## src/axil_fifo_consts.svh

```systemverilog
// bus and memory sizing macros for the AXI4-Lite to fifo bridge; include wherever storage is sized.
`ifndef AXIL_FIFO_CONSTS_SVH
`define AXIL_FIFO_CONSTS_SVH

// AXI4-Lite data bus width in bits.
`define AXIL_DATA_W 32

// AXI4-Lite address width in bits.
`define AXIL_ADDR_W 32

// one strobe bit per data byte.
`define AXIL_STRB_W 4

// scratch memory depth in words.
`define MEM_WORDS 256

// word index width, log2 of the depth.
`define MEM_IDX_W 8

`endif
```

## src/axil_fifo_pkg.sv

```systemverilog
// channel, request and command types shared by every block of the AXI4-Lite to fifo bridge.
`include "axil_fifo_consts.svh"

package axil_fifo_pkg;

  typedef enum logic [1:0] {
    OKAY   = 2'b00,
    EXOKAY = 2'b01,
    SLVERR = 2'b10,
    DECERR = 2'b11
  } axil_resp_e;

  typedef struct packed {
    logic [`AXIL_ADDR_W-1:0] addr;
    logic [2:0]              prot;
  } axil_aw_t;

  typedef struct packed {
    logic [`AXIL_DATA_W-1:0] data;
    logic [`AXIL_STRB_W-1:0] strb;
  } axil_w_t;

  typedef struct packed {
    logic [`AXIL_ADDR_W-1:0] addr;
    logic [2:0]              prot;
  } axil_ar_t;

  typedef struct packed {
    logic [`AXIL_DATA_W-1:0] data;
    axil_resp_e              resp;
  } axil_r_t;

  typedef struct packed {
    axil_resp_e resp;
  } axil_b_t;

  // one serialized access to the memory side.
  typedef struct packed {
    logic [`AXIL_ADDR_W-1:0] addr;
    logic                    we;   // 1 for a write.
    logic [`AXIL_DATA_W-1:0] data;
    logic [`AXIL_STRB_W-1:0] mask;
  } fifo_cmd_t;

  typedef struct packed {
    logic [`AXIL_ADDR_W-1:0] addr;  // already word aligned.
  } rd_req_t;

  typedef struct packed {
    logic [`AXIL_ADDR_W-1:0] addr;
    logic [`AXIL_DATA_W-1:0] data;
    logic [`AXIL_STRB_W-1:0] mask;
  } wr_req_t;

endpackage

```

## src/axil_req_serializer.sv

```systemverilog
// merges read and write requests into one command stream and steers in-order responses to R or B.
`timescale 1ns/1ns
`include "axil_fifo_consts.svh"

module axil_req_serializer
  import axil_fifo_pkg::*;
(
  input  logic                    clk_i,
  input  logic                    rst_n_i,
  input  rd_req_t                 rd_req_i,
  input  logic                    rd_valid_i,
  output logic                    rd_yumi_o,
  input  wr_req_t                 wr_req_i,
  input  logic                    wr_valid_i,
  output logic                    wr_yumi_o,
  output fifo_cmd_t               cmd_o,
  output logic                    cmd_valid_o,
  input  logic                    cmd_ready_i,
  input  logic [`AXIL_DATA_W-1:0] resp_data_i,
  input  logic                    resp_valid_i,
  output logic                    resp_ready_o,
  output axil_r_t                 r_o,
  output logic                    rvalid_o,
  input  logic                    rready_i,
  output axil_b_t                 b_o,
  output logic                    bvalid_o,
  input  logic                    bready_i
);

  logic rd_sel;
  logic cmd_fire;
  logic ret_ready;
  logic ret_we;
  logic ret_valid;
  logic resp_fire;

  assign rd_sel = rd_valid_i;   // reads win.

  always_comb begin
    cmd_o.addr = rd_sel ? rd_req_i.addr : wr_req_i.addr;
    cmd_o.we   = ~rd_sel;
    cmd_o.data = wr_req_i.data;
    cmd_o.mask = rd_sel ? '0 : wr_req_i.mask;
  end

  // no command leaves without a slot to remember its kind.
  assign cmd_valid_o = ret_ready & (rd_valid_i | wr_valid_i);
  assign cmd_fire    = cmd_valid_o & cmd_ready_i;

  assign rd_yumi_o = cmd_fire & rd_sel;
  assign wr_yumi_o = cmd_fire & ~rd_sel;

  // return-order record, one write flag per outstanding command.
  axil_two_fifo #(
    .payload_t(logic)
  ) i_ret_fifo (
    .clk_i  (clk_i),
    .rst_n_i(rst_n_i),
    .data_i (cmd_o.we),
    .valid_i(cmd_fire),
    .ready_o(ret_ready),
    .data_o (ret_we),
    .valid_o(ret_valid),
    .yumi_i (resp_fire)
  );

  // oldest flag picks the channel for the response now at the head.
  assign rvalid_o = resp_valid_i & ret_valid & ~ret_we;
  assign bvalid_o = resp_valid_i & ret_valid & ret_we;

  assign resp_ready_o = ret_valid & (ret_we ? bready_i : rready_i);
  assign resp_fire    = resp_valid_i & resp_ready_o;

  always_comb begin
    r_o.data = resp_data_i;
    r_o.resp = OKAY;
    b_o.resp = OKAY;
  end

  // the memory answers only commands that were recorded here.
  a_resp_has_tag: assert property (
    @(posedge clk_i) disable iff (!rst_n_i) resp_valid_i |-> ret_valid
  ) else $error("memory response with no outstanding command.");

endmodule

```

## src/axil_two_fifo.sv

```systemverilog
// two-entry valid/ready buffer with a typed payload; pops are signalled by yumi.
`timescale 1ns/1ns

module axil_two_fifo #(
  parameter type payload_t = logic
) (
  input  logic     clk_i,
  input  logic     rst_n_i,
  input  payload_t data_i,
  input  logic     valid_i,
  output logic     ready_o,
  output payload_t data_o,
  output logic     valid_o,
  input  logic     yumi_i
);

  payload_t   slots [2];
  logic       wr_ptr;
  logic       rd_ptr;
  logic [1:0] count;
  logic       push;
  logic       pop;

  assign ready_o = (count != 2'd2);   // room for at least one more.
  assign valid_o = (count != 2'd0);
  assign data_o  = slots[rd_ptr];

  assign push = valid_i & ready_o;
  assign pop  = yumi_i;

  always_ff @(posedge clk_i) begin
    if (push) begin
      slots[wr_ptr] <= data_i;
    end
  end

  always_ff @(posedge clk_i) begin
    if (!rst_n_i) begin
      wr_ptr <= 1'b0;
      rd_ptr <= 1'b0;
      count  <= 2'd0;
    end else begin
      if (push) wr_ptr <= ~wr_ptr;
      if (pop) rd_ptr <= ~rd_ptr;
      // both at once leaves the count alone.
      case ({push, pop})
        2'b10:   count <= count + 2'd1;
        2'b01:   count <= count - 2'd1;
        default: count <= count;
      endcase
    end
  end

  // the consumer may only take an entry that is actually held.
  a_no_yumi_when_empty: assert property (
    @(posedge clk_i) disable iff (!rst_n_i) yumi_i |-> valid_o
  ) else $error("yumi asserted on an empty two-entry buffer.");

endmodule

```

## config.mk

```make
export PLATFORM = sky130hd
export DESIGN_NAME = axil_req_serializer
export DESIGN_NICKNAME = d
export VERILOG_FILES = /design/src/axil_fifo_pkg.sv /design/src/axil_req_serializer.sv /design/src/axil_two_fifo.sv
export VERILOG_INCLUDE_DIRS = /design/src
export SDC_FILE = /design/constraint.sdc
export NUM_CORES = 1
export LEC_CHECK = 0
export BUFFER_PORTS_ARGS = -buffer_cell sky130_fd_sc_hd__buf_2
export CAP_MARGIN = 25
export CORE_AREA = 4 4 96 98
export DETAILED_ROUTE_END_ITERATION = 8
export DIE_AREA = 0 0 100 102
export PLACE_DENSITY = 0.56
export SLEW_MARGIN = 20
export SYNTH_ARGS = -nofsm -noshare
export SYNTH_HDL_FRONTEND = slang
export SYNTH_SLANG_ARGS = --single-unit
```

## constraint.sdc

```tcl
create_clock -name clk_i -period 2.7 [get_ports clk_i]
set_clock_uncertainty 0.15 [all_clocks]
set_input_delay 0.135 -clock clk_i [delete_from_list [all_inputs] [get_ports clk_i]]
set_output_delay 0.135 -clock clk_i [all_outputs]
set_load 0.03 [all_outputs]
```

==> impl_results.md, run 1 <==
* Clk sinks at 7
* Clk buf depth at 2
* I/O pin count at 251
* CP required at 2.71 ns
* DP Wirelength at 3220 µm
* Skew-Pair Late Insertion Delay at 0.23 ns
* TNS Setup at 0 ns
* Clock network power share at 23.1%
* Placer Congestion at 0.758
* Worst-path cell chain: mux2i_2 -> mux2i_1 -> ha_1 -> or3_1 -> a21oi_1
* Hold Vio Cnt, Final at 0
* Most Used Layer, Global Route: met2
* DR vias/cell at 3.58
* DRT antenna net count at 0
* GR Util All Layers at 6.10%
* Psw at 0.000278 W
* Commonest non-fill, non-tap cell in the layout: buf_2
* Initial drt markers at 16
* FF+latch count, synth at 7
* Reg power frac at 21.8%
* Peak VDD IR at 0.0000894 V
* Full die area at 0.0102 mm²
* Final worst-path cycle share at 80.7%
* Max_cap viols at 0
* Drt pass-1 iters at 3
* Pin count of the biggest net entering global routing at 39
* Post-synth cell types at 23
* Drc violations at 0
* Fraction of layout instances using a drive strength above 1 at 75.6%
* H-tree Lvls at 1
* Most frequent cells in the layout: buf_2 (118), mux2_2 (32), nor2_1 (8), nor2b_1 (6), dfxtp_1 (5)
* RSZ-0062 raised after global routing: false
* Total power at 0.000652 W
* Final setup viols at 0
* CTS tree: done
* Vias at 1,119
* Initial antenna violation count at 0
* Startpoint types: register
* Nets@finish at 347
* Synthesized area per cell at 8.61 µm²
* Nature of the critical path endpoint: register
* Total gr overflow at 0
* PortBufs at 118
* Critical path's slowest cell: mux2i_1
* LEAKAGE at 0.809 nW
* Int Pwr at 0.000374 W
* Grt met1 use at 7.45%
* Final WL at 3790 µm
* Synth Instances at 153
* Vias in the first global route at 982
* PwrDens at 418 mW/mm²
* GRT met2 Usage at 7.80%
* Global-route wire length before repair at 4760 µm
* Comb pwr share at 55.1%
* Core Area at 0.00847 mm²
* Met3 GRT Util at 2.46%
* Post-CTS Setup Bufs at 0
* # diodes at 0
* CTS root buf: clkbuf_8
* Post-cts sizing count at 0
* Hold crit path type: in -> reg
* Slew Viols, Final at 0
* Ys Warns at 0
* TritonCTS buffer count at 3
* CP Max Fanout at 4
* Post-synthesis cell area at 0.00132 mm²
* Sw Ratio at 42.7%
* Hold Buf Count CTS at 0
* F_max at 459 MHz
* Die W at 100 µm
* Crit-path max cell delay at 0.44 ns
* Worst-path clk slew at 0.04 ns
* Crit Path Class: reg -> reg
* CP arrival at 2.19 ns
* Die H at 102 µm
* Area Growth Syn to Fin at 18.3%
* Tmin final at 2.18 ns
* Row cnt at 34
* Status: finished, final reports clean
* Initial core utilization at 15.6%
* DR WL/cell at 12.1 µm
* Sequential-to-total area share from yosys stat at 12.2%
worst max-delay path, delay by kind of cell, from the launching register on:
family / cells / cell delay (ns)
flops: 1 / 0.38
mux: 2 / 0.73
compound gates: 1 / 0.15
fa+ha+maj: 1 / 0.35
simple gates: 1 / 0.35
Yosys cell counts, drive strengths merged:
cell type / number / area [µm²]
buf: 74 / 548
mux2: 32 / 360
nor2: 8 / 30.0
nor2b: 6 / 37.5
dfxtp: 5 / 100
mux2i: 5 / 53.8
inv: 4 / 15.0
a21oi: 2 / 10.0
edfxtp: 2 / 60.1
o211ai: 2 / 15.0
o21ai: 2 / 10.0
or3: 2 / 12.5
and3: 1 / 6.26
conb: 1 / 3.75
ha: 1 / 12.5
nand2: 1 / 3.75
nand2b: 1 / 6.26
o31ai: 1 / 7.51
or4: 1 / 7.51
xnor2: 1 / 8.76
xor2: 1 / 8.76
worst paths after layout:
kind                                            to  depth (start not counted)                      startpoint  slack (ns)
setup / recovery  i_ret_fifo.count[1]$_SDFFE_PN0P_                          5   i_ret_fifo.slots[0]$_DFFE_PP_        0.52
hold / removal    i_ret_fifo.count[0]$_SDFFE_PN0P_                          3                         rst_n_i        0.05
setup reg to reg  i_ret_fifo.count[1]$_SDFFE_PN0P_                          5   i_ret_fifo.slots[0]$_DFFE_PP_        0.52
hold reg to reg                           register                          2  i_ret_fifo.rd_ptr$_SDFFE_PN0P_        0.33
through the flow:
stage                     worst slack [ns]  hold WS (ns)  cell area [µm²]  instances  utilization, %
after floorplan                      0.736         0.135             1330        156               -
after global placement               0.625         0.120             1510        309            17.9
after detailed placement             0.518         0.120             1510        309            17.9
after CTS                            0.493        0.0504             1560        313            18.4
after global routing                 0.438        0.0674             1560        313            18.4
final                                0.520        0.0483             1560        313            18.4
per-layer routing:
metal | up-vias | routed length, µm
li1 | 539 | -
met5 | - | 0
met3 | 27 | 481
met1 | 469 | 1440
met2 | 84 | 1660
met4 | 0 | 199
power groups by stage:
stage | Sequential, W | Combinational, W | Clock [W]
2_1_floorplan | 0.000134 | 0.000440 | 0
3_3_place_gp | 0.000143 | 0.000358 | 0
3_5_place_dp | 0.000144 | 0.000363 | 0
4_1_cts | 0.000142 | 0.000365 | 0.000157
5_1_grt | 0.000146 | 0.000386 | 0.000162
6_report | 0.000142 | 0.000359 | 0.000151
final cells by class:
class | count | area [µm²]
Sequential cell | 7 | 160
Clock buffer | 4 | 45.0
Fill cell | 932 | 6910
Multi-Input combinational cell | 71 | 606
Inverter | 4 | 15.0
Tap cell | 108 | 135
Timing Repair Buffer | 119 | 598
cells by family (layout without fill, tap and decap cells):
| family | after synthesis | in the layout | synth area share [%] |
|---|---|---|---|
| AO/OA/AOI/OAI | 7 | 7 | 3.23 |
| XOR/XNOR | 2 | 2 | 1.33 |
| adder cells (fa/ha/maj) | 1 | 1 | 0.950 |
| buffers and inverters | 78 | 127 | 42.7 |
| flip-flops | 7 | 7 | 12.2 |
| multiplexers | 37 | 37 | 31.4 |
| other | 1 | 4 | 0.285 |
| AND/OR/NAND/NOR | 20 | 20 | 7.88 |
No activity file was read; power rests on OpenSTA's default activity.
==> inputs of run 2 (changes only) <==
--- a/config.mk
+++ b/config.mk
@@ -6,12 +6,13 @@
 export SDC_FILE = /design/constraint.sdc
 export NUM_CORES = 1
 export LEC_CHECK = 0
+export ABC_AREA = 1
 export BUFFER_PORTS_ARGS = -buffer_cell sky130_fd_sc_hd__buf_2
 export CAP_MARGIN = 25
 export CORE_AREA = 4 4 96 98
 export DETAILED_ROUTE_END_ITERATION = 8
 export DIE_AREA = 0 0 100 102
-export PLACE_DENSITY = 0.56
+export PLACE_DENSITY = 0.57
 export SLEW_MARGIN = 20
 export SYNTH_ARGS = -nofsm -noshare
 export SYNTH_HDL_FRONTEND = slang
==> constraint.sdc (replaced) <==
create_clock -name clk_i -period 2.26 [get_ports clk_i]
set_clock_uncertainty 0.15 [all_clocks]
set_input_delay 0.113 -clock clk_i [delete_from_list [all_inputs] [get_ports clk_i]]
set_output_delay 0.113 -clock clk_i [all_outputs]
set_load 0.03 [all_outputs]
==> impl_results.md, run 2 <==
* Hold Buf Count CTS at 0 (unchanged)
* Synth top area share at 37.2% (was 40.5%)
* Full die area at 0.0102 mm² (unchanged)
* Ys flop type: dfxtp_1 (unchanged)
* DRT antenna net count at 0 (unchanged)
* CP required at 2.22 ns (was 2.71 ns)
* Ys Warns at 0 (unchanged)
* Final worst-path cycle share at 75.6% (was 80.7%)
* DP Wirelength at 4040 µm (was 3220 µm)
* Nets@finish at 430 (was 347)
* Worst-path cell chain: nand2_1 -> nand3_1 -> nand3_2 -> inv_1 -> ha_1 -> nor2_1 -> nand2_1 -> o21ai_0 -> a21oi_1 (was mux2i_2 -> mux2i_1 -> ha_1 -> or3_1 -> a21oi_1)
* Family with the most delay on the worst path: simple AND/OR/NAND/NOR gates (was multiplexers)
* Pin count of the biggest net entering global routing at 38 (was 39)
* Placed cell area at 0.00155 mm² (was 0.00151 mm²)
* Vias in the first global route at 1,332 (was 982)
* Tmin final at 1.71 ns (was 2.18 ns)
* PwrDens at 464 mW/mm² (was 418 mW/mm²)
* Slew Viols, Final at 0 (unchanged)
* Synthesized area per cell at 5.85 µm² (was 8.61 µm²)
* CTS root buf: clkbuf_8 (unchanged)
* Most frequent cells in the layout: buf_2 (118), nand2_1 (104), inv_1 (17), nor2_1 (15), dfxtp_1 (5) (was buf_2 (118), mux2_2 (32), nor2_1 (8), nor2b_1 (6), dfxtp_1 (5))
* Slack of the critical path at 0.551 ns (was 0.520 ns)
* # diodes at 0 (unchanged)
* Synth area leader: buf_4 (unchanged)
* Setup slack, reg-to-reg at 0.55 ns (was 0.52 ns)
* CTS tree: done (unchanged)
* Reg power frac at 20.6% (was 21.8%)
* Placer Congestion at 0.805 (was 0.758)
* Sw Ratio at 45.8% (was 42.7%)
* Drc violations at 0 (unchanged)
* Critical path's slowest cell: edfxtp_1 (was mux2i_1)
* Drt pass-1 iters at 4 (was 3)
* Setup slack at placement at 0.563 ns (was 0.518 ns)
* Initial drt markers at 29 (was 16)
* Worst-path clk slew at 0.04 ns (about the same)
* Vias at 1,444 (was 1,119)
* TritonCTS buffer count at 3 (unchanged)
* Cell mode on critical path: nand2_1
* Status: finished, final reports clean (unchanged)
* Synth Instances at 238 (was 153)
* Psw at 0.000340 W (was 0.000278 W)
* Row cnt at 34 (unchanged)
* Final Instance Area at 0.00160 mm² (was 0.00156 mm²)
* Post-CTS Setup Bufs at 0 (unchanged)
* Total gr overflow at 0 (unchanged)
* Initial core utilization at 16.4% (was 15.6%)
* Int Pwr at 0.000402 W (was 0.000374 W)
* Peak VDD IR at 0.000119 V (was 0.0000894 V)
* Hold crit path type: in -> reg (unchanged)
* Final setup viols at 0 (unchanged)
* Synth top cells by count: nand2_1 (104), buf_4 (69), inv_1 (17) (was buf_4 (71), mux2_2 (32), nor2_1 (8))
* Global-route wire length before repair at 6790 µm (was 4760 µm)
* Die H at 102 µm (unchanged)
* Die W at 100 µm (unchanged)
* Clk buf depth at 2 (unchanged)
* Post-cts sizing count at 0 (unchanged)
* Max_cap viols at 0 (unchanged)
* Slew @ Worst Pin at 0.578 ns
* CP Max Fanout at 3 (was 4)
* PortBufs at 118 (unchanged)
* Sequential-to-total area share from yosys stat at 11.5% (was 12.2%)
* FF+latch count, synth at 7 (unchanged)
* Relative slew slack at 61.4%
* GR Util All Layers at 8.51% (was 6.10%)
* Commonest non-fill, non-tap cell in the layout: buf_2 (unchanged)
* Number of synthesized flops with an enable pin at 2 (unchanged)
* Synth top area cells: buf_4 (37%), nand2_1 (28%), dfxtp_1 (7.2%) (was buf_4 (40%), mux2_2 (27%), dfxtp_1 (7.6%))
* Count leader, synth: nand2_1 (was buf_4)
* RSZ-0062 raised after global routing: false (unchanged)
* Clock network power share at 24.0% (was 23.1%)
* Post-synth cell types at 21 (was 23)
* Clk sinks at 7 (unchanged)
* F_max at 585 MHz (was 459 MHz)
* Startpoint types: register (unchanged)
* Core Area at 0.00847 mm² (unchanged)
* Post-synthesis cell area at 0.00139 mm² (was 0.00132 mm²)
* H-tree Lvls at 1 (unchanged)
* Asr flop ratio synth at 0% (unchanged)
* TNS Setup at 0 ns (unchanged)
* LEAKAGE at 1.04 nW (was 0.809 nW)
* Crit-path max cell delay at 0.35 ns (was 0.44 ns)
* Critical path buffer and inverter count at 1 (was 0)
* DR WL/cell at 11.8 µm (was 12.1 µm)
* DR vias/cell at 3.65 (was 3.58)
* Nature of the critical path endpoint: register (unchanged)
* Skew-Pair Late Insertion Delay at 0.23 ns (about the same)
* CP arrival at 1.67 ns (was 2.19 ns)
* Final WL at 4660 µm (was 3790 µm)
* Initial antenna violation count at 1 (was 0)
* Crit Path Class: reg -> reg (unchanged)
* I/O pin count at 251 (unchanged)
* Area Growth Syn to Fin at 14.9% (was 18.3%)
* Fraction of layout instances using a drive strength above 1 at 45.5% (was 75.6%)
* Comb pwr share at 55.5% (was 55.1%)
* Hold Vio Cnt, Final at 0 (unchanged)
run 2: layout make-up:
cell class                      count  area [µm²]
Fill cell                         986        6870
Timing Repair Buffer              119         598
Multi-Input combinational cell    140         592
Sequential cell                     7         160
Tap cell                          108         135
Inverter                           18        67.6
Clock buffer                        3        41.3
Clock inverter                      1        5.00
run 2: per-layer routing:
layer  vias to the layer above  share of wire [%]  GRT usage, %
met2                        92                 48          15.0
met1                       592                 35          8.18
met3                        26                 12          4.10
met4                         2                3.8          4.66
met5                         -               0.17             0
li1                        732                  -             -
run 2: path summary, 6_finish.rpt:
check | start | endpoint | depth (start not counted)
max | i_ret_fifo.slots[1]$_DFFE_PP_ | i_ret_fifo.count[1]$_SDFFE_PN0P_ | 9
min | rst_n_i | i_ret_fifo.wr_ptr$_SDFFE_PN0P_ | 3
max reg2reg | i_ret_fifo.slots[1]$_DFFE_PP_ | i_ret_fifo.count[1]$_SDFFE_PN0P_ | 9
min reg2reg | i_ret_fifo.count[1]$_SDFFE_PN0P_ | i_ret_fifo.count[1]$_SDFFE_PN0P_ | 2
run 2: metrics by stage:
| step | util [%] | hold slack, ns | power, W | instances |
|---|---|---|---|---|
| after floorplan | - | 0.0978 | 0.000643 | 241 |
| after global placement | 18.3 | 0.0762 | 0.000566 | 392 |
| after detailed placement | 18.3 | 0.0762 | 0.000572 | 392 |
| after CTS | 18.9 | 0.0131 | 0.000752 | 396 |
| after global routing | 18.9 | 0.0408 | 0.000797 | 396 |
| final | 18.9 | 0.0105 | 0.000741 | 396 |
run 2: kinds of logic (layout without fill, tap and decap cells):
family / after synthesis / in the layout / synth area share (%)
buffers and inverters: 94 / 141 / 46.8
adders and majority gates: 1 / 1 / 0.899
AOI/OAI and AO/OA: 8 / 8 / 4.77
other: 1 / 4 / 0.270
DFF: 7 / 7 / 11.5
and+or+nand+nor: 127 / 127 / 35.8
run 2: power groups by stage:
stage	clock network, W	registers (W)	logic (W)
floorplan	0	0.000153	0.000490
global placement	0	0.000154	0.000412
detailed placement	0	0.000155	0.000417
CTS	0.000181	0.000152	0.000419
global route	0.000190	0.000154	0.000454
finish	0.000178	0.000153	0.000411
run 2: tightest hold or removal path, cell delays in order:
cell and delay [ns]:
buf_2 0.12, o21ai_0 0.07, nor2_1 0.04
==> inputs of run 3 (changes only) <==
--- a/config.mk
+++ b/config.mk
@@ -12,7 +12,7 @@
 export CORE_AREA = 4 4 96 98
 export DETAILED_ROUTE_END_ITERATION = 8
 export DIE_AREA = 0 0 100 102
-export PLACE_DENSITY = 0.57
+export PLACE_DENSITY = 0.59
 export SLEW_MARGIN = 20
 export SYNTH_ARGS = -nofsm -noshare
 export SYNTH_HDL_FRONTEND = slang
==> constraint.sdc (replaced) <==
create_clock -name clk_i -period 1.5 [get_ports clk_i]
set_clock_uncertainty 0.15 [all_clocks]
set_input_delay 0.075 -clock clk_i [delete_from_list [all_inputs] [get_ports clk_i]]
set_output_delay 0.075 -clock clk_i [all_outputs]
set_load 0.03 [all_outputs]
==> impl_results.md, run 3 (same netlist as run 2, synthesis figures left out) <==
* F_max at 642 MHz (was 585 MHz)
* Psw at 0.000535 W (was 0.000340 W)
* Clk buf depth at 2 (unchanged)
* TritonCTS buffer count at 3 (unchanged)
* Full die area at 0.0102 mm² (unchanged)
* CP startpoint: i_ret_fifo.slots[1]$_DFFE_PP_ (unchanged)
* Area Growth Syn to Fin at 23.5% (was 14.9%)
* Hold Vio Cnt, Final at 0 (unchanged)
* Hold slack at 0.0000116 ns (was 0.0105 ns)
* Core Area at 0.00847 mm² (unchanged)
* # diodes at 0 (unchanged)
* RR Startpoint: i_ret_fifo.slots[1]$_DFFE_PP_ (unchanged)
* Max_cap viols at 0 (unchanged)
* Row cnt at 34 (unchanged)
* Skew-Pair Late Insertion Delay at 0.23 ns (about the same)
* Die W at 100 µm (unchanged)
* DR WL/cell at 12.3 µm (was 11.8 µm)
* Clock network power share at 22.2% (was 24.0%)
* Global-route wire length before repair at 7070 µm (was 6790 µm)
* H-tree Lvls at 1 (unchanged)
* Met3 Wirelength at 538 µm (was 581 µm)
* GR Util All Layers at 8.68% (was 8.51%)
* Commonest non-fill, non-tap cell in the layout: buf_2 (unchanged)
* Slew Viols, Final at 0 (unchanged)
* Vias at 1,474 (was 1,444)
* CP required at 1.47 ns (was 2.22 ns)
* Placer Congestion at 0.782 (was 0.805)
* Critical path buffer and inverter count at 1 (unchanged)
* CP arrival at 1.53 ns (was 1.67 ns)
* I/O pin count at 251 (unchanged)
* Worst-path clk slew at 0.04 ns (about the same)
* Worst R2R Path Depth at 10 (was 9)
* Total gr overflow at 0 (unchanged)
* Worst Hold Launch: wr_req_i[23] (was rst_n_i)
* Worst path depth at 10 (was 9)
* Worst-path cell chain: nand2_2 -> nand2_2 -> nand2_2 -> nand3_2 -> inv_2 -> ha_4 -> nor2_4 -> nand2_2 -> o21ai_2 -> a21oi_2 (was nand2_1 -> nand3_1 -> nand3_2 -> inv_1 -> ha_1 -> nor2_1 -> nand2_1 -> o21ai_0 -> a21oi_1)
* CP Max Fanout at 3 (unchanged)
* Final setup viols at 1 (was 0)
* RSZ-0062 raised after global routing: true (was false)
* Reg power frac at 19.5% (was 20.6%)
* Hold crit path type: in -> out (was in -> reg)
* Sw Ratio at 44.9% (was 45.8%)
* DP Wirelength at 4220 µm (was 4040 µm)
* Critical path's slowest cell: edfxtp_1 (unchanged)
* DRT antenna net count at 0 (unchanged)
* Post-CTS Setup Bufs at 0 (unchanged)
* Drt pass-1 iters at 4 (unchanged)
* Vias in the first global route at 1,393 (was 1,332)
* CTS root buf: clkbuf_8 (unchanged)
* Fillcell total at 982 (was 986)
* Cell mode on critical path: nand2_2 (was nand2_1)
* Peak VDD IR at 0.000188 V (was 0.000119 V)
* Setup slack, reg-to-reg at -0.06 ns (was 0.55 ns)
* CTS tree: done (unchanged)
* Int Pwr at 0.000655 W (was 0.000402 W)
* Drc violations at 0 (unchanged)
* Top layer in use: met4 (was met5)
* Status: finished with violations (was finished, final reports clean)
* Met2 wire len at 2460 µm (was 2260 µm)
* Final WL at 4940 µm (was 4660 µm)
* Family with the most delay on the worst path: simple AND/OR/NAND/NOR gates (unchanged)
* Nature of the critical path endpoint: register (unchanged)
* Pin count of the biggest net entering global routing at 34 (was 38)
* Final worst-path cycle share at 104% (was 75.6%)
* Hold depth at 0 (was 3)
* Crit-path max cell delay at 0.37 ns (was 0.35 ns)
* Initial core utilization at 16.4% (unchanged)
* Crit Path Class: reg -> reg (unchanged)
* Met1 WL at 1710 µm (was 1630 µm)
* Comb pwr share at 58.3% (was 55.5%)
* Die H at 102 µm (unchanged)
* Tmin final at 1.56 ns (was 1.71 ns)
* Total power at 0.00119 W (was 0.000741 W)
* PortBufs at 118 (unchanged)
* Slack of the critical path at -0.0588 ns (was 0.551 ns)
* Initial drt markers at 47 (was 29)
* Fraction of layout instances using a drive strength above 1 at 50.0% (was 45.5%)
* Most frequent cells in the layout: buf_2 (114), nand2_1 (101), inv_1 (16), nor2_1 (13), buf_4 (9) (was buf_2 (118), nand2_1 (104), inv_1 (17), nor2_1 (15), dfxtp_1 (5))
* DR vias/cell at 3.67 (was 3.65)
* Startpoint types: register (unchanged)
* Initial antenna violation count at 0 (was 1)
* Nets@finish at 436 (was 430)
* Clk sinks at 7 (unchanged)
* PwrDens at 693 mW/mm² (was 464 mW/mm²)
* Failing checks: negative setup slack
* LEAKAGE at 1.07 nW (was 1.04 nW)
==> run 3: cell types whose count changed in the layout (fill, tap and decap cells not counted), moves of 2 or more <==
| cell | previous run | this run |
|---|---|---|
| buf_2 | 118 | 114 |
| buf_4 | 1 | 9 |
| dfxtp_1 | 5 | 3 |
| dfxtp_2 | 0 | 2 |
| nand2_1 | 104 | 101 |
| nand2_2 | 3 | 5 |
| nor2_1 | 15 | 13 |
==> run 3: cell type report <==
cell class | instances | area, µm² | share of cell area (%)
clock buffer | 4 | 45.0 | 2.62
inverter | 18 | 67.6 | 3.93
multi-input combinational | 140 | 639 | 37.2
sequential | 7 | 163 | 9.47
tap | 108 | 135 | 7.87
timing repair buffer | 125 | 668 | 38.9
==> run 3: per-layer routing <==
metal,track usage (%),vias up
met5,0,-
met4,4.97,0
met3,3.21,27
met2,15.0,76
met1,9.08,626
li1,-,745
==> run 3: path summary, 6_finish.rpt <==
| kind | endpoint |
|---|---|
| worst min-delay path | cmd_o[23] |
| worst min register to register | i_ret_fifo.slots[0]$_DFFE_PP_ |
| worst max register to register | i_ret_fifo.count[1]$_SDFFE_PN0P_ |
| worst max-delay path | i_ret_fifo.count[1]$_SDFFE_PN0P_ |
==> run 3: power groups by stage <==
stage	clock network [W]	registers [W]	logic [W]
6_report	0.000264	0.000232	0.000694
5_1_grt	0.000282	0.000234	0.000756
4_1_cts	0.000274	0.000232	0.000678
3_5_place_dp	0	0.000233	0.000664
3_3_place_gp	0	0.000231	0.000653
2_1_floorplan	0	0.000231	0.000749
==> run 3: stage by stage <==
stage | TNS [ns] | area (µm²) | setup slack, ns | cells | util, %
floorplan | 0 | 1430 | 0.0247 | 241 | -
global placement | -0.0202 | 1630 | -0.0202 | 397 | 19.2
detailed placement | -0.0892 | 1630 | -0.0892 | 397 | 19.2
CTS | -0.0710 | 1690 | -0.0675 | 402 | 20.0
global route | -0.384 | 1720 | -0.155 | 402 | 20.3
finish | -0.0588 | 1720 | -0.0588 | 402 | 20.3
==> run 3: timing repair <==
item | 4_1_cts | 5_1_grt
endpoints found under the hold margin | 4 | 0
resized for setup | 6 | 10
endpoints found under the setup margin | 5 | 6
pin swaps | 1 | 2
hold buffers | 1 | 0
